==> src/design/sprite_defs.svh <==
// Sprite engine sizes and addresses
`ifndef SPRITE_DEFS_SVH
`define SPRITE_DEFS_SVH

// Object table and pattern geometry
`define SPR_COUNT     16
`define SPR_SIZE      16
`define PAT_COUNT     64

// Line geometry and per-line limits
`define LINE_WIDTH    256
`define MAX_PER_LINE  8
`define FIFO_DEPTH    8

// Host map, byte addresses
`define ADDR_STATUS   32'h0000_0040
`define ADDR_PAT_BASE 32'h0000_1000

`endif
==> src/design/sprite_pkg.sv <==
// Sprite engine types
package sprite_pkg;

	// One attribute word, x in bits 7:0 up to enable in bit 26
	typedef struct packed
	{
		logic       enable;
		logic       vflip;
		logic       hflip;
		logic [1:0] palette;
		logic [5:0] pattern;
		logic [7:0] y;
		logic [7:0] x;
	} sprite_attr_t;

	// Queued hit, row already vertically flipped
	typedef struct packed
	{
		logic [7:0] x;
		logic [5:0] pattern;
		logic [3:0] row;
		logic [1:0] palette;
		logic       hflip;
	} sprite_hit_t;

	// Colour of one pixel, all zero is transparent
	typedef struct packed
	{
		logic [1:0] palette;
		logic [1:0] index;
	} pixel_t;

	// Scanner FSM
	typedef enum logic
	{
		SCAN_IDLE,
		SCAN_TEST
	} scan_state_e;

	// Drawer FSM
	typedef enum logic [1:0]
	{
		DRAW_IDLE,
		DRAW_FETCH,
		DRAW_PAINT
	} draw_state_e;

endpackage

==> src/design/sprite_hit_fifo.sv <==
// Hit record FIFO
`timescale 1ns/1ps
`include "sprite_defs.svh"

module sprite_hit_fifo
(
	input  logic                    CLK_12M,
	input  logic                    RST_4L,
	input  logic                    line_start,
	input  sprite_pkg::sprite_hit_t in_hit,
	input  logic                    in_valid,
	output logic                    in_ready,
	output sprite_pkg::sprite_hit_t out_hit,
	output logic                    out_valid,
	input  logic                    out_ready
);

	sprite_pkg::sprite_hit_t mem_q [`FIFO_DEPTH];
	logic [2:0]              wr_ptr_q;
	logic [2:0]              rd_ptr_q;
	logic [3:0]              count_q;
	logic                    push;
	logic                    pop;

	assign in_ready  = count_q != 4'(`FIFO_DEPTH);
	assign out_valid = count_q != 4'd0;
	// Head comes straight from the storage registers
	assign out_hit   = mem_q[rd_ptr_q];
	assign push      = in_valid && in_ready;
	assign pop       = out_valid && out_ready;

	always_ff @(posedge CLK_12M or negedge RST_4L)
	begin
		if (!RST_4L)
		begin
			wr_ptr_q <= '0;
			rd_ptr_q <= '0;
			count_q  <= '0;
		end
		else if (line_start)
		begin
			// Stale hits dropped at each new line
			wr_ptr_q <= '0;
			rd_ptr_q <= '0;
			count_q  <= '0;
		end
		else
		begin
			if (push)
				wr_ptr_q <= wr_ptr_q + 3'd1;
			if (pop)
				rd_ptr_q <= rd_ptr_q + 3'd1;
			if (push && !pop)
				count_q <= count_q + 4'd1;
			else if (pop && !push)
				count_q <= count_q - 4'd1;
		end
	end

	always_ff @(posedge CLK_12M)
	begin
		if (push && !line_start)
			mem_q[wr_ptr_q] <= in_hit;
	end

	// Producer waits on a full queue with its record held
	full_hold: assert property (@(posedge CLK_12M) disable iff (!RST_4L || line_start)
		in_valid && !in_ready |=> in_valid && $stable(in_hit));

endmodule

==> config.mk <==
export PLATFORM = sky130hd
export DESIGN_NAME = sprite_hit_fifo
export DESIGN_NICKNAME = d
export VERILOG_FILES = /design/src/design/sprite_pkg.sv /design/src/design/sprite_hit_fifo.sv
export VERILOG_INCLUDE_DIRS = /design/src /design/src/design
export SDC_FILE = /design/constraint.sdc
export NUM_CORES = 1
export LEC_CHECK = 0
export BUFFER_PORTS_ARGS = -buffer_cell sky130_fd_sc_hd__buf_2
export CORE_MARGIN = 2
export CORE_UTILIZATION = 50
export DETAILED_ROUTE_END_ITERATION = 10
export PLACE_DENSITY = 0.64
export SYNTH_ARGS = -nofsm -noshare
export SYNTH_HDL_FRONTEND = slang
export SYNTH_SLANG_ARGS = --single-unit
==> constraint.sdc <==
create_clock -name CLK_12M -period 4.9 [get_ports CLK_12M]
set_input_delay 0.245 -clock CLK_12M [delete_from_list [all_inputs] [get_ports CLK_12M]]
set_output_delay 0.245 -clock CLK_12M [all_outputs]
set_load 0.005 [all_outputs]
==> flow_summary.ini <==
[worst_setup_path]
worstReg2RegStart = count_q[1]$_DFFE_PN0P_
cp_slowest_cell = dfrtp_2
r2r_end = count_q[3]$_DFFE_PN0P_
startpoint = rd_ptr_q[0]$_DFFE_PN0P_
critPathArrivalTime_ps = 2790
required_ps = 4660
cpLargestDelayFamily = multiplexers
path_depth = 4
critPathCapture = out_hit[18]
crit_chain = buf_4 > mux4_2 > mux2_2 > buf_2
worstPathMaxFanout = 26
worst_setup_path_end_kind = output pin
cpPeakStageDelay_ps = 800
cp_num_buf_inv = 2
rrSetupSlack_ps = 2230
ff2ff_path_depth = 8
path_class = reg2out
startpoint_type = register

[timing]
skew_ps = 5.34
rsz0062_at_grt = false
setup_viol = 0
fin_crit_sh_pct = 61.9
fmax_mhz = 330
finalSetupTns_ps = 0
tightest_slew_ps = 871
slew_violations = 0
finalHoldViolCount = 0
fin_crit_ps = 3030
slew_headroom_pct = 41.6

[detailed_routing]
dr.pass1.iters = 4
num_vias = 3252
drc = 0
first_iter_violations = 284
wl_per_cell_um = 21.3
final_antenna_net_count = 0
postRouteWirelength_mm = 12.3
viasPerCell = 5.64

[yosys]
netlist_top_cells_count = edfxtp_1, mux4_2, mux2_2
post-synth-top-area-cell = edfxtp_1
avgSynthCellArea_sq_um = 21.8
post_synth_num_cell_types = 35
synth_area_sq_mm = 0.00701
synth_top_cell_area_share_pct = 72.0
ys_ff_latch = 178
synth_nets = 353
synth_enable_flop_cells = 168
synth.most_common_cell = edfxtp_1
netlist_top_cells_area = edfxtp_1, mux4_2, dfrtp_1
synthCells = 322
ys.flop_type = edfxtp_1
ys_seq_area_share_pct = 75.6
synthArstFlopShare_pct = 5.62
yosysWarningCount = 0

[status]
status = finished, final reports clean

[grt]
grt_pass1_vias = 3446
grt_max_degree = 45
overflow = 0
grt_pass1_wl_mm = 19.2
grt_usage_pct = 18.1
grt_antenna_before_repair = 1

[layout]
finalNonFillerCells = 577
seq_area_sq_mm = 0.00530
syn_to_final_growth_pct = 16.2
multiInputGateArea_sq_mm = 0.00164
n_fill_cell = 1037
antennaDiodeCount = 0
drive_above_1_share_pct = 42.3
nets = 415

[floorplanning]
die_area_sq_mm = 0.0150
top_level_ports = 49
rows = 43
die_w_um = 122
start_util_pct = 50.9
die_h_um = 122
core_area_sq_mm = 0.0138

[clocking]
cts_max_level = 4
tritoncts = built
clock_path_buffers = 2
cts-root-buf = clkbuf_16
cts_inserted_buffers = 17
postCtsSetupBuffers = 0
clock_sinks = 178
clock_latency_ps = 420
path_clk_slew_ps = 60

[place]
place_congestion = 0.710
numPortBuffers = 48
dp_cells = 544
hpwl_mm = 7.20

[hold_path]
hp-class = in2reg

[power_and_ir_drop]
total_leakage_power_nw = 2.68
cellPowerDensity_mw_per_mm2 = 499
ir_worst_vdd_mv = 0.237

[run]
drv_cap = 0
## report_power, final
group | switching [mW] | internal [mW] | leakage, nW
combinational | 0.345 | 0.456 | 0.716
sequential | 0.0851 | 1.73 | 1.65
clock | 0.538 | 0.905 | 0.313
total | 0.967 | 3.09 | 2.68
## area by class of cell
| type | instances | share of cell area [%] |
|---|---|---|
| Clock buffer | 18 | 5.27 |
| Clock inverter | 14 | 2.58 |
| Inverter | 3 | 0.138 |
| Multi-Input combinational cell | 125 | 20.2 |
| Sequential cell | 178 | 65.1 |
| Tap cell | 180 | 2.77 |
| Timing Repair Buffer | 59 | 4.00 |
## sequential cells by signal, summed over array words and instances (netlist names)
| name | flops |
|---|---|
| mem_q | 168 |
| count_q | 4 |
| rd_ptr_q | 3 |
| wr_ptr_q | 3 |
## logic make-up after synthesis
family          share of synthesized area (%)
flops                                    75.6
mux                                      17.3
simple gates                             2.84
buf+inv                                  1.41
compound gates                           1.14
xor+xnor                                0.750
fa+ha+maj                                1.00
## layer usage
metal,vias to the layer above,global-route usage [%],share of wire [%]
met5,-,0,0.11
met4,2,7.83,2.0
met3,20,4.46,4.7
met2,74,30.3,52
met1,1701,22.5,41
li1,1455,-,-
## cell usage in the layout (no fill, tap or decap), types with 2 or more instances in the layout
| cell | synthesis | routed |
|---|---|---|
| mux2i_1 | 3 | 3 |
| ha_1 | 4 | 4 |
| nor2_2 | 0 | 5 |
| nor3_1 | 4 | 2 |
| a21oi_1 | 4 | 4 |
| inv_1 | 3 | 3 |
| xnor2_1 | 3 | 3 |
| mux4_2 | 42 | 42 |
| nand2_1 | 6 | 6 |
| clkbuf_16 | 0 | 17 |
| nor3_2 | 0 | 2 |
| nand2b_1 | 2 | 2 |
| buf_4 | 1 | 10 |
| buf_2 | 5 | 48 |
| clkinv_2 | 0 | 4 |
| dfrtp_1 | 10 | 8 |
| mux2_2 | 21 | 21 |
| nor2_1 | 14 | 8 |
| xor2_1 | 3 | 3 |
| dfrtp_2 | 0 | 2 |
| nand3_1 | 4 | 4 |
| or4b_1 | 2 | 2 |
| bufinv_16 | 0 | 5 |
| edfxtp_1 | 168 | 168 |
## repair_timing
action                    in CTS  in global routing
hold buffers                   1                  0
hold endpoints to repair      10                  0
resized for setup              0                  0
## through the flow
stage               util, %  total power, mW  worst slack [ps]  instance area, sq um  hold slack [ps]
floorplan                 -             2.45              1870                  7010            -50.6
global placement       54.4             2.66              2230                  7490              132
detailed placement     54.4             2.67              2200                  7490              129
CTS                    59.1             4.11              1750                  8140             78.1
global route           59.1             4.25              1640                  8140             97.1
finish                 59.1             4.06              1870                  8140             95.9
## how the worst min path moves through the flow
stage	endpoint	start	cells after the start
after CTS	mem_q[7][5]$_DFFE_PP_	in_hit[5]	1
after global placement	count_q[2]$_DFFE_PN0P_	RST_4L	1
after detailed placement	count_q[2]$_DFFE_PN0P_	RST_4L	1
final	mem_q[3][7]$_DFFE_PP_	in_hit[7]	1
after global routing	mem_q[0][11]$_DFFE_PP_	in_hit[11]	1
after floorplan	count_q[0]$_DFFE_PN0P_	RST_4L	0
Note: power is estimated with default switching activity, not from simulation.
