File: src/design/sprite_defs.svh
// Sprite engine sizes and addresses
`ifndef SPRITE_DEFS_SVH
`define SPRITE_DEFS_SVH

// Object table and pattern geometry
`define SPR_COUNT     16
`define SPR_SIZE      16
`define PAT_COUNT     64

// Line geometry and per-line limits
`define LINE_WIDTH    256
`define MAX_PER_LINE  8
`define FIFO_DEPTH    8

// Host map, byte addresses
`define ADDR_STATUS   32'h0000_0040
`define ADDR_PAT_BASE 32'h0000_1000

`endif
File: src/design/sprite_pkg.sv
// Sprite engine types
package sprite_pkg;

	// One attribute word, x in bits 7:0 up to enable in bit 26
	typedef struct packed
	{
		logic       enable;
		logic       vflip;
		logic       hflip;
		logic [1:0] palette;
		logic [5:0] pattern;
		logic [7:0] y;
		logic [7:0] x;
	} sprite_attr_t;

	// Queued hit, row already vertically flipped
	typedef struct packed
	{
		logic [7:0] x;
		logic [5:0] pattern;
		logic [3:0] row;
		logic [1:0] palette;
		logic       hflip;
	} sprite_hit_t;

	// Colour of one pixel, all zero is transparent
	typedef struct packed
	{
		logic [1:0] palette;
		logic [1:0] index;
	} pixel_t;

	// Scanner FSM
	typedef enum logic
	{
		SCAN_IDLE,
		SCAN_TEST
	} scan_state_e;

	// Drawer FSM
	typedef enum logic [1:0]
	{
		DRAW_IDLE,
		DRAW_FETCH,
		DRAW_PAINT
	} draw_state_e;

endpackage

File: src/design/sprite_line_drawer.sv
// Sprite line drawer
`timescale 1ns/1ps
`include "sprite_defs.svh"

module sprite_line_drawer
(
	input  logic                    CLK_12M,
	input  logic                    RST_4L,
	input  sprite_pkg::sprite_hit_t hit,
	input  logic                    hit_valid,
	output logic                    hit_ready,
	output logic [9:0]              pat_row_index,
	input  logic [31:0]             pat_row,
	output logic                    wr_en,
	output logic [7:0]              wr_x,
	output sprite_pkg::pixel_t      wr_pix,
	input  sprite_pkg::pixel_t      cur_pix
);

	sprite_pkg::draw_state_e state_q;
	sprite_pkg::sprite_hit_t hit_q;
	logic [3:0]              cnt_q;
	logic [3:0]              col;
	logic [8:0]              x_sum;
	logic [1:0]              pix_idx;
	logic                    painting;
	logic                    last_paint;

	assign painting   = state_q == sprite_pkg::DRAW_PAINT;
	assign last_paint = painting && (cnt_q == 4'(`SPR_SIZE - 1));
	// Next hit taken on the last paint cycle, no idle gap
	assign hit_ready  = (state_q == sprite_pkg::DRAW_IDLE) || last_paint;

	// Row word for the current hit
	assign pat_row_index = {hit_q.pattern, hit_q.row};

	//------------------------------------------------------------
	// Pixel placement
	//------------------------------------------------------------
	// Mirrored column under hflip
	assign col     = hit_q.hflip ? 4'(`SPR_SIZE - 1) - cnt_q : cnt_q;
	// Ninth bit marks a pixel past the right edge
	assign x_sum   = {1'b0, hit_q.x} + {5'h0, col};
	assign pix_idx = pat_row[{cnt_q, 1'b0} +: 2];

	assign wr_x           = x_sum[7:0];
	assign wr_pix.palette = hit_q.palette;
	assign wr_pix.index   = pix_idx;
	// Earlier (lower index) pixel already there wins
	assign wr_en = painting && (pix_idx != 2'd0) && !x_sum[8] && (cur_pix == '0);

	always_ff @(posedge CLK_12M or negedge RST_4L)
	begin
		if (!RST_4L)
		begin
			state_q <= sprite_pkg::DRAW_IDLE;
			cnt_q   <= '0;
		end
		else
		begin
			case (state_q)
				sprite_pkg::DRAW_IDLE:
				begin
					if (hit_valid)
						state_q <= sprite_pkg::DRAW_FETCH;
				end
				sprite_pkg::DRAW_FETCH:
				begin
					// Row word arrives at this edge
					state_q <= sprite_pkg::DRAW_PAINT;
					cnt_q   <= '0;
				end
				sprite_pkg::DRAW_PAINT:
				begin
					cnt_q <= cnt_q + 4'd1;
					if (last_paint)
						state_q <= hit_valid ? sprite_pkg::DRAW_FETCH : sprite_pkg::DRAW_IDLE;
				end
				default:
					state_q <= sprite_pkg::DRAW_IDLE;
			endcase
		end
	end

	always_ff @(posedge CLK_12M)
	begin
		if (hit_valid && hit_ready)
			hit_q <= hit;
	end

endmodule

File: config.mk
export PLATFORM = sky130hd
export DESIGN_NAME = sprite_line_drawer
export DESIGN_NICKNAME = d
export VERILOG_FILES = /design/src/design/sprite_pkg.sv /design/src/design/sprite_line_drawer.sv
export VERILOG_INCLUDE_DIRS = /design/src /design/src/design
export SDC_FILE = /design/constraint.sdc
export NUM_CORES = 1
export LEC_CHECK = 0
export ABC_AREA = 1
export BUFFER_PORTS_ARGS = -buffer_cell sky130_fd_sc_hd__buf_4
export CORE_MARGIN = 4
export CORE_UTILIZATION = 50
export CTS_CLUSTER_DIAMETER = 100
export DETAILED_ROUTE_END_ITERATION = 8
export PLACE_DENSITY_LB_ADDON = 0.15
export SYNTH_ARGS = -nofsm -noshare
export SYNTH_HDL_FRONTEND = slang
export SYNTH_SLANG_ARGS = --single-unit
File: constraint.sdc
create_clock -name CLK_12M -period 8.38 [get_ports CLK_12M]
set_clock_uncertainty 0.1 [all_clocks]
set_input_delay 1.676 -clock CLK_12M [delete_from_list [all_inputs] [get_ports CLK_12M]]
set_output_delay 1.676 -clock CLK_12M [all_outputs]
set_load 0.02 [all_outputs]
==> flow_summary.json <==
{
  "drt-pass1-iter-count": 6,
  "whs_ps": 481,
  "cp.required_ps": 6600,
  "finalPower_mw": 0.570,
  "n_fill_cell": 309,
  "synthTopCellsByArea": "edfxtp_1, nand2_1, dfrtp_1, inv_1, nand3_1",
  "cts_max_level": 1,
  "num_rows": 21,
  "syn-cell-area_um2": 1820,
  "syn2layout_area_growth_pct": 30.5,
  "yosys.area.top_type": "edfxtp_1",
  "final_cell_mix": "buf_4, nand2_1, inv_1",
  "setup_violations": 0,
  "p_switching_mw": 0.243,
  "tns_ps": 0,
  "yosysTopAreaCellShare_pct": 34.7,
  "rsz0062_at_grt": "false",
  "placed_area_um2": 2340,
  "die_area_um2": 4660,
  "die_h_um": 68.3,
  "status": "finished clean",
  "io_buffer_count": 83,
  "drive_gt1_share_pct": 34.4,
  "cellInternalPower_mw": 0.326,
  "num_antenna_cells": 0,
  "cpMaxStageDelayCell": "dfrtp_1",
  "worstSetupPathType": "flip-flop to output port",
  "ys_ff_latch": 27,
  "crit_chain": "xor2_1, ha_1, fa_1, nand3_1, nand3_1, and3_1, nand2_1, nand3_1, nor2_1, buf_4",
  "clk_pin_slew_ps": 130,
  "final_common_cell": "buf_4",
  "power_frac_seq_pct": 36.1,
  "cp_slowest_stage_delay_ps": 850,
  "fin_area_um2": 2370,
  "max-clock-path-buffers": 2,
  "cp.buffers_inverters": 1,
  "syn_inst": 215,
  "cts_tree": "yes",
  "numCtsBuffers": 3,
  "drt_first_iter_violations": 54,
  "wl_mm": 3.74,
  "path_max_fanout": 19,
  "min_period_ps": 4600,
  "cts_hold_buf": 0,
  "postSynthAreaPerCell_um2": 8.44,
  "grt_overflow_total": 0,
  "gp_congestion": 0.833,
  "antenna_found_initial": 0,
  "crit_path_end_kind": "output port",
  "syn_nets": 285,
  "drc": 0,
  "ant_nets": 0,
  "nets": 356,
  "synth_cell_types": 26,
  "drv_cap": 0,
  "min-delay-path-class": "flip-flop to flip-flop",
  "grt_pass1_wl_mm": 6.40,
  "switching_share_pct": 42.7,
  "dp.cells": 327,
  "first_global_vias": 1520,
  "clkPwrFrac_pct": 9.3,
  "fin_cells": 331,
  "combPwrFrac_pct": 54.7,
  "wl_per_cell_um": 11.3,
  "fin_crit_sh_pct": 54.9,
  "grt_max_degree": 22,
  "power_density_nw_per_um2": 241,
  "cts_root_buffer": "clkbuf_4",
  "cts_resized": 0,
  "synth_warnings": 0,
  "dp_hpwl_mm": 3.07,
  "tightest_slew_ps": 1110,
  "p_leak_nw": 1.23,
  "cpMostUsedCell": "nand3_1",
  "clk_latency_ps": 310,
  "crit_arrival_ps": 2820,
  "ir_worst_vdd_mv": 0.160,
  "cp-start-kind": "flip-flop",
  "slew_headroom_pct": 25.9,
  "ioPinCount": 84,
  "hold_viol": 0,
  "cts.sinks": 27,
  "die_w_um": 68.3,
  "postCtsSetupRepairBufs": 0,
  "synth_seq_area_share_pct": 43.0,
  "grt_usage_pct": 18.0,
  "vias": 1556,
  "crit_family": "flip-flops",
  "core_um2": 3420,
  "fmax_mhz": 217,
  "vias_per_cell": 4.70,
  "drv_slew": 0,
  "initial_core_util_pct": 53.2
}
-- Yosys cell counts --
cell type  instances
inv_1             35
o21ai_1            2
nand3_1           26
a21oi_1            5
nor3_1             2
buf_4             13
dfrtp_1            6
and3_1             1
buf_6              1
nand2_1           54
inv_2              2
nand2_2            7
xor2_1             8
ha_1               9
clkbuf_8           1
buf_8              1
o31ai_1            1
nor4_2             1
nor2_1            11
o21ai_0            2
fa_1               1
xnor2_1            2
buf_12             1
a21boi_0           1
inv_8              1
edfxtp_1          21
-- layout make-up --
cell class	count	area [um2]	area share, %
sequential	27	781	33.0
multi-input combinational	133	731	30.9
timing repair buffer	83	623	26.3
inverter	38	150	6.34
tap	46	57.6	2.43
clock buffer	4	26.3	1.11
-- registers in the layout, summed over array words and instances (netlist names) --
signal and count:
wr_pix 2, hit_q 9, pat_row_index 10, state_q 2
cnt_q 4
-- kinds of logic after synthesis --
kind of cell             count (synthesis)  synth area share (%)
AND/OR/NAND/NOR                        102                  24.6
buffers and inverters                   55                  17.0
flip-flops                              27                  43.0
AO/OA/AOI/OAI                           11                  3.31
XOR/XNOR                                10                  4.82
adder cells (fa/ha/maj)                 10                  7.31
-- power groups by stage --
stage | Combinational (mW) | Clock (mW) | Sequential [mW]
after global placement | 0.309 | 0 | 0.208
after global routing | 0.350 | 0.0611 | 0.211
after floorplan | 0.241 | 0 | 0.195
final | 0.311 | 0.0527 | 0.206
after CTS | 0.316 | 0.0550 | 0.206
after detailed placement | 0.315 | 0 | 0.210
-- final timing paths --
check                                start          to  slack (ps)  depth (start not counted)
worst min-delay path            state_q[0]  state_q[0]         480                          2
worst max-delay path              cnt_q[0]       wr_en        3780                         10
min in group asynchronous           RST_4L    cnt_q[1]        1040                          1
worst min register to register  state_q[0]  state_q[0]         480                          2
max in group asynchronous           RST_4L  state_q[1]        7020                          1
worst max register to register    cnt_q[0]    hit_q[0]        5710                          3
-- stage by stage --
| stage | worst slack (ps) | utilization [%] |
|---|---|---|
| finish | 3780 | 69.3 |
| global placement | 4070 | 68.6 |
| CTS | 3750 | 69.3 |
| floorplan | 4140 | - |
| global route | 3520 | 69.3 |
| detailed placement | 4060 | 68.6 |
-- metal layers --
layer  part of all wire (%)  track usage (%)
met1                     38             20.2
met2                     50             32.5
met3                     10             4.60
met4                    1.3             6.20
met5                      0                0
-- tightest hold or removal path, delay by kind of cell, from the launching register on --
kind	cells	cell delay, ps
flops	1	420
simple gates	1	70
compound gates	1	60
No activity file was read; power rests on OpenSTA's default activity.
