===== config.mk =====
export PLATFORM = sky130hd
export DESIGN_NAME = sprite_line_scanner
export DESIGN_NICKNAME = d
export VERILOG_FILES = /design/src/design/sprite_pkg.sv /design/src/design/sprite_line_scanner.sv
export VERILOG_INCLUDE_DIRS = /design/src /design/src/design
export SDC_FILE = /design/constraint.sdc
export NUM_CORES = 1
export LEC_CHECK = 0
export ABC_AREA = 1
export BUFFER_PORTS_ARGS = -buffer_cell sky130_fd_sc_hd__buf_2
export CAP_MARGIN = 25
export CORE_MARGIN = 8
export CORE_UTILIZATION = 35
export CTS_BUF_LIST = sky130_fd_sc_hd__clkbuf_8
export CTS_CLUSTER_SIZE = 24
export DETAILED_ROUTE_END_ITERATION = 10
export PLACE_DENSITY_LB_ADDON = 0.12
export SLEW_MARGIN = 40
export SYNTH_ARGS = -nofsm -noshare
export SYNTH_HDL_FRONTEND = slang
export SYNTH_SLANG_ARGS = --single-unit

===== constraint.sdc =====
create_clock -name CLK_12M -period 8.04 [get_ports CLK_12M]
set_clock_uncertainty 0.15 [all_clocks]
set_input_delay 0.402 -clock CLK_12M [delete_from_list [all_inputs] [get_ports CLK_12M]]
set_output_delay 0.402 -clock CLK_12M [all_outputs]
set_load 0.005 [all_outputs]

===== src/design/sprite_defs.svh =====
// Sprite engine sizes and addresses
`ifndef SPRITE_DEFS_SVH
`define SPRITE_DEFS_SVH

// Object table and pattern geometry
`define SPR_COUNT     16
`define SPR_SIZE      16
`define PAT_COUNT     64

// Line geometry and per-line limits
`define LINE_WIDTH    256
`define MAX_PER_LINE  8
`define FIFO_DEPTH    8

// Host map, byte addresses
`define ADDR_STATUS   32'h0000_0040
`define ADDR_PAT_BASE 32'h0000_1000

`endif

===== src/design/sprite_pkg.sv =====
// Sprite engine types
package sprite_pkg;

	// One attribute word, x in bits 7:0 up to enable in bit 26
	typedef struct packed
	{
		logic       enable;
		logic       vflip;
		logic       hflip;
		logic [1:0] palette;
		logic [5:0] pattern;
		logic [7:0] y;
		logic [7:0] x;
	} sprite_attr_t;

	// Queued hit, row already vertically flipped
	typedef struct packed
	{
		logic [7:0] x;
		logic [5:0] pattern;
		logic [3:0] row;
		logic [1:0] palette;
		logic       hflip;
	} sprite_hit_t;

	// Colour of one pixel, all zero is transparent
	typedef struct packed
	{
		logic [1:0] palette;
		logic [1:0] index;
	} pixel_t;

	// Scanner FSM
	typedef enum logic
	{
		SCAN_IDLE,
		SCAN_TEST
	} scan_state_e;

	// Drawer FSM
	typedef enum logic [1:0]
	{
		DRAW_IDLE,
		DRAW_FETCH,
		DRAW_PAINT
	} draw_state_e;

endpackage


===== src/design/sprite_line_scanner.sv =====
// Sprite line scanner
`timescale 1ns/1ps
`include "sprite_defs.svh"

module sprite_line_scanner
(
	input  logic                     CLK_12M,
	input  logic                     RST_4L,
	input  logic                     line_start,
	input  logic [7:0]               line_y,
	output logic [3:0]               attr_index,
	input  sprite_pkg::sprite_attr_t attr,
	output sprite_pkg::sprite_hit_t  hit,
	output logic                     hit_valid,
	input  logic                     hit_ready,
	output logic                     overflow_set
);

	sprite_pkg::scan_state_e state_q;
	logic [7:0]              line_q;
	logic [3:0]              idx_q;
	logic [3:0]              hit_cnt_q;
	logic [7:0]              row_raw;
	logic [3:0]              row;
	logic                    is_hit;
	logic                    stall;
	logic                    step;

	assign attr_index = idx_q;
	// Line minus top edge wraps modulo 256
	assign row_raw = line_q - attr.y;
	assign is_hit  = attr.enable && (row_raw < 8'(`SPR_SIZE));
	assign row     = attr.vflip ? 4'(`SPR_SIZE - 1) - row_raw[3:0] : row_raw[3:0];
	// Full FIFO holds the index
	assign stall   = hit_valid && !hit_ready;
	assign step    = (state_q == sprite_pkg::SCAN_TEST) && !stall && !line_start;

	always_ff @(posedge CLK_12M or negedge RST_4L)
	begin
		if (!RST_4L)
		begin
			state_q      <= sprite_pkg::SCAN_IDLE;
			line_q       <= '0;
			idx_q        <= '0;
			hit_cnt_q    <= '0;
			hit_valid    <= 1'b0;
			overflow_set <= 1'b0;
		end
		else
		begin
			overflow_set <= 1'b0;
			if (hit_valid && hit_ready)
				hit_valid <= 1'b0;
			if (line_start)
			begin
				state_q   <= sprite_pkg::SCAN_TEST;
				line_q    <= line_y;
				idx_q     <= '0;
				hit_cnt_q <= '0;
				hit_valid <= 1'b0;
			end
			else if (step)
			begin
				// Ninth and later hits only flag overflow
				if (is_hit && (hit_cnt_q < 4'(`MAX_PER_LINE)))
				begin
					hit_valid <= 1'b1;
					hit_cnt_q <= hit_cnt_q + 4'd1;
				end
				else if (is_hit)
					overflow_set <= 1'b1;
				idx_q <= idx_q + 4'd1;
				if (idx_q == 4'(`SPR_COUNT - 1))
					state_q <= sprite_pkg::SCAN_IDLE;
			end
		end
	end

	// Hit record
	always_ff @(posedge CLK_12M)
	begin
		if (step && is_hit)
		begin
			hit.x       <= attr.x;
			hit.pattern <= attr.pattern;
			hit.row     <= row;
			hit.palette <= attr.palette;
			hit.hflip   <= attr.hflip;
		end
	end

	// A new line only once the last scan has finished
	no_restart: assert property (@(posedge CLK_12M) disable iff (!RST_4L)
		line_start |-> (state_q != sprite_pkg::SCAN_TEST));

endmodule


==> impl_results.md <==
* Post-cts sizing count at 0
* Final nets at 320
* Place WS at 5.040 ns
* Global routing usage on met2 at 16.44%
* Initial Util at 35.80%
* RSZ-0062 raised after global routing: no
* Antenna violations before repair at 0
* Synth-to-Final Area Change at 26.37%
* Worst Path Required at 7.81 ns
* DP Wirelength at 3.254 mm
* First-pass GRT wire length at 7.038 mm
* Synth Cell Area at 1959 sq um
* Slew Viols, Final at 0
* Sequential cell area fraction in the yosys report at 56.45%
* Width of the die at 90.82 um
* Arr. time, crit path at 2.59 ns
* Number of flops mapped to enable cells by yosys at 21
* Crit-path max FO at 21
* Post-Synthesis Cells at 200
* DRT antenna net count at 0
* Most frequent cells in the layout: buf_2 (65), nand2_1 (60), inv_1 (29)
* Largest net degree at the start of global routing at 22
* Internal power at 350.0 uW
* GR Util All Layers at 10.19%
* Ys async rst share at 47.50%
* First-pass DRT Iterations at 4
* Post-route clock period utilization at 35.10%
* Clock Path Buffers at 2
* Largest family of logic cells by synthesized area: simple AND/OR/NAND/NOR gates
* Net Count, Synth at 250
* Max cap viols at 0
* Via count at 1476
* Switching Fraction at 24.88%
* Static Leakage at 0.001266 uW
* Worst Tran Pin Value at 0.7304 ns
* Flop pwr share at 49.5%
* Clock sink total at 40
* CP startpoint: line_q[0]
* Number of diodes at 0
* Max-slew headroom at 51.25%
* Reg-to-reg startpoint: line_q[0]
* IO Pins at 66
* # DRC at 0
* Post-synthesis compound-gate area fraction at 2.746%
* Setup violators final at 0
* Yosys warns at 0
* Gate power share at 16.1%
* Setup crit end kind: flop
* I/O Buffers at 65
* TritonCTS clock tree: built
* Core ar. at 5473 sq um
* Fin crit period at 2.822 ns
* Post-layout util at 45.24%
* Status: finished clean
* Clock slew at reported path FFs at 0.08 ns
* Yosys top cell by area: edfxtp_1
* Hold Startpoint: attr[16]
* Critical path startpoint category: flop
* DR WL/cell at 11.91 um
* Drt initial violations at 60
* H-tree levels at 2
* Global Route met3 Usage at 4.738%
* Share of layout cells above drive strength 1 at 31.00%
* Peak Freq at 354.3 MHz
* GRT overflow at 0
* Yosys top cell area share at 32.18%
* Gpl congestion at 0.7781
* Hold WC Path Type: input port to flop
* DR vias/cell at 4.303
* Simple logic cell fraction of the synthesized area at 22.09%
* Cts bufs inserted at 5
* Mux cell area share after synthesis at 0.5109%
* Syn avg cell area at 9.797 sq um
* Synth Area in XOR/XNOR at 4.023%
* FF+latch count, synth at 40
* Vias in the first global route at 1559
* Power per cell area at 188.2 nW/um^2
* Most common library cell in the layout ignoring fill and taps: buf_2
* Psw at 115.9 uW
* # rows at 27
* Clock group share of total power at 34.3%
* Vert. Die Dim at 90.82 um
* Min setup slack post-route at 5.218 ns
* Synth top area cells: edfxtp_1 (32%), dfrtp_1 (24%), nand2_1 (11%)
* Post-Synth Adder-Cell Area at 7.407%
* Top FF cell, synth: edfxtp_1
* Met1 Use GR at 12.12%
* Die Area at 8248 sq um
* Library cells used by synthesis at 25
* Clock insertion delay at the later pin of the skew report at 0.29 ns
* Hold Vio Cnt, Final at 0
* Routed WL at 4.084 mm
* GRT busiest layer: met2
* Setup_tns at 0 ns
* Setup Crit Path Kind: flop to flop
* Clk root buf: clkbuf_8
* Maximum vdd drop at 0.06790 mV
[flip-flops by register name (all words and copies together) (netlist names)]
signal        flops
overflow_set      1
hit_cnt_q         4
attr_index        4
line_q            8
state_q           1
hit_valid         1
hit              21
[per-stage QoR]
stage / hold slack (ns) / cells / power (uW) / area (sq um)
floorplan: -0.04359 / 200 / 286.4 / 1959
global placement: 0.2269 / 334 / 310.9 / 2355
detailed placement: 0.2317 / 334 / 311.5 / 2355
CTS: 0.1360 / 343 / 472.0 / 2476
global route: 0.1296 / 343 / 492.3 / 2476
finish: 0.1429 / 343 / 465.9 / 2476
[cell families (layout without fill, tap and decap cells)]
logic type	Yosys count	count (layout)
DFF	40	40
and+or+nand+nor	96	96
adders and majority gates	11	11
AOI/OAI and AO/OA	10	10
muxes	1	1
xor gates and xnor gates	9	9
buffers and inverters	33	104
[power groups by stage]
stage	logic, uW	clock network, uW	registers, uW
finish	75.2	160	231
global route	87.6	173	232
CTS	77.0	164	231
detailed placement	76.3	0	235
global placement	75.8	0	235
floorplan	51.7	0	235
[final timing paths]
kind | depth (start not counted) | slack, ns | to
worst max-delay path | 12 | 5.22 | hit[3]
worst min-delay path | 1 | 0.14 | hit[7]
worst max register to register | 12 | 5.22 | hit[3]
worst min register to register | 2 | 0.32 | state_q
max in group asynchronous | 2 | 6.99 | hit_cnt_q[2]
min in group asynchronous | 2 | 0.43 | line_q[7]
[repair_timing]
item,CTS,global route
hold buffers,1,0
hold endpoints to repair,19,0
setup buffers,0,0
[cells in the mapped netlist, types with 2 or more instances]
master / count
edfxtp_1: 21
a21oi_1: 5
inv_1: 29
dfrtp_1: 19
nand4_1: 7
xor2_1: 3
nand3_2: 2
nor2_1: 9
nor2_4: 2
nand3_1: 10
xnor2_1: 6
ha_1: 10
o21ai_0: 3
nand2_1: 60
nand2_2: 4
[critical path, stage by stage (launching register included)]
cell,delay (ns)
dfrtp_1,0.33
inv_1,0.06
ha_1,0.19
fa_1,0.41
inv_2,0.07
nand2_1,0.04
nand2_1,0.09
a21oi_1,0.08
nor2_2,0.12
nand3_2,0.09
nor2_4,0.18
nand2_2,0.09
inv_1,0.55
[layout make-up]
cell class | count | area [sq um]
fillers | 561 | 2997
flip-flops and latches | 40 | 1106
inverters | 30 | 112.6
repair buffers | 66 | 335.3
well taps | 72 | 90.09
multi-input cells | 127 | 720.7
clock buffers | 5 | 68.82
clock inverters | 3 | 42.54
[per-layer routing]
layer	routed length (um)	vias up
li1	-	777
met1	1869	641
met2	1810	56
met3	386	2
met4	18	0
met5	0	-
Power figures use the tool's default switching activity.
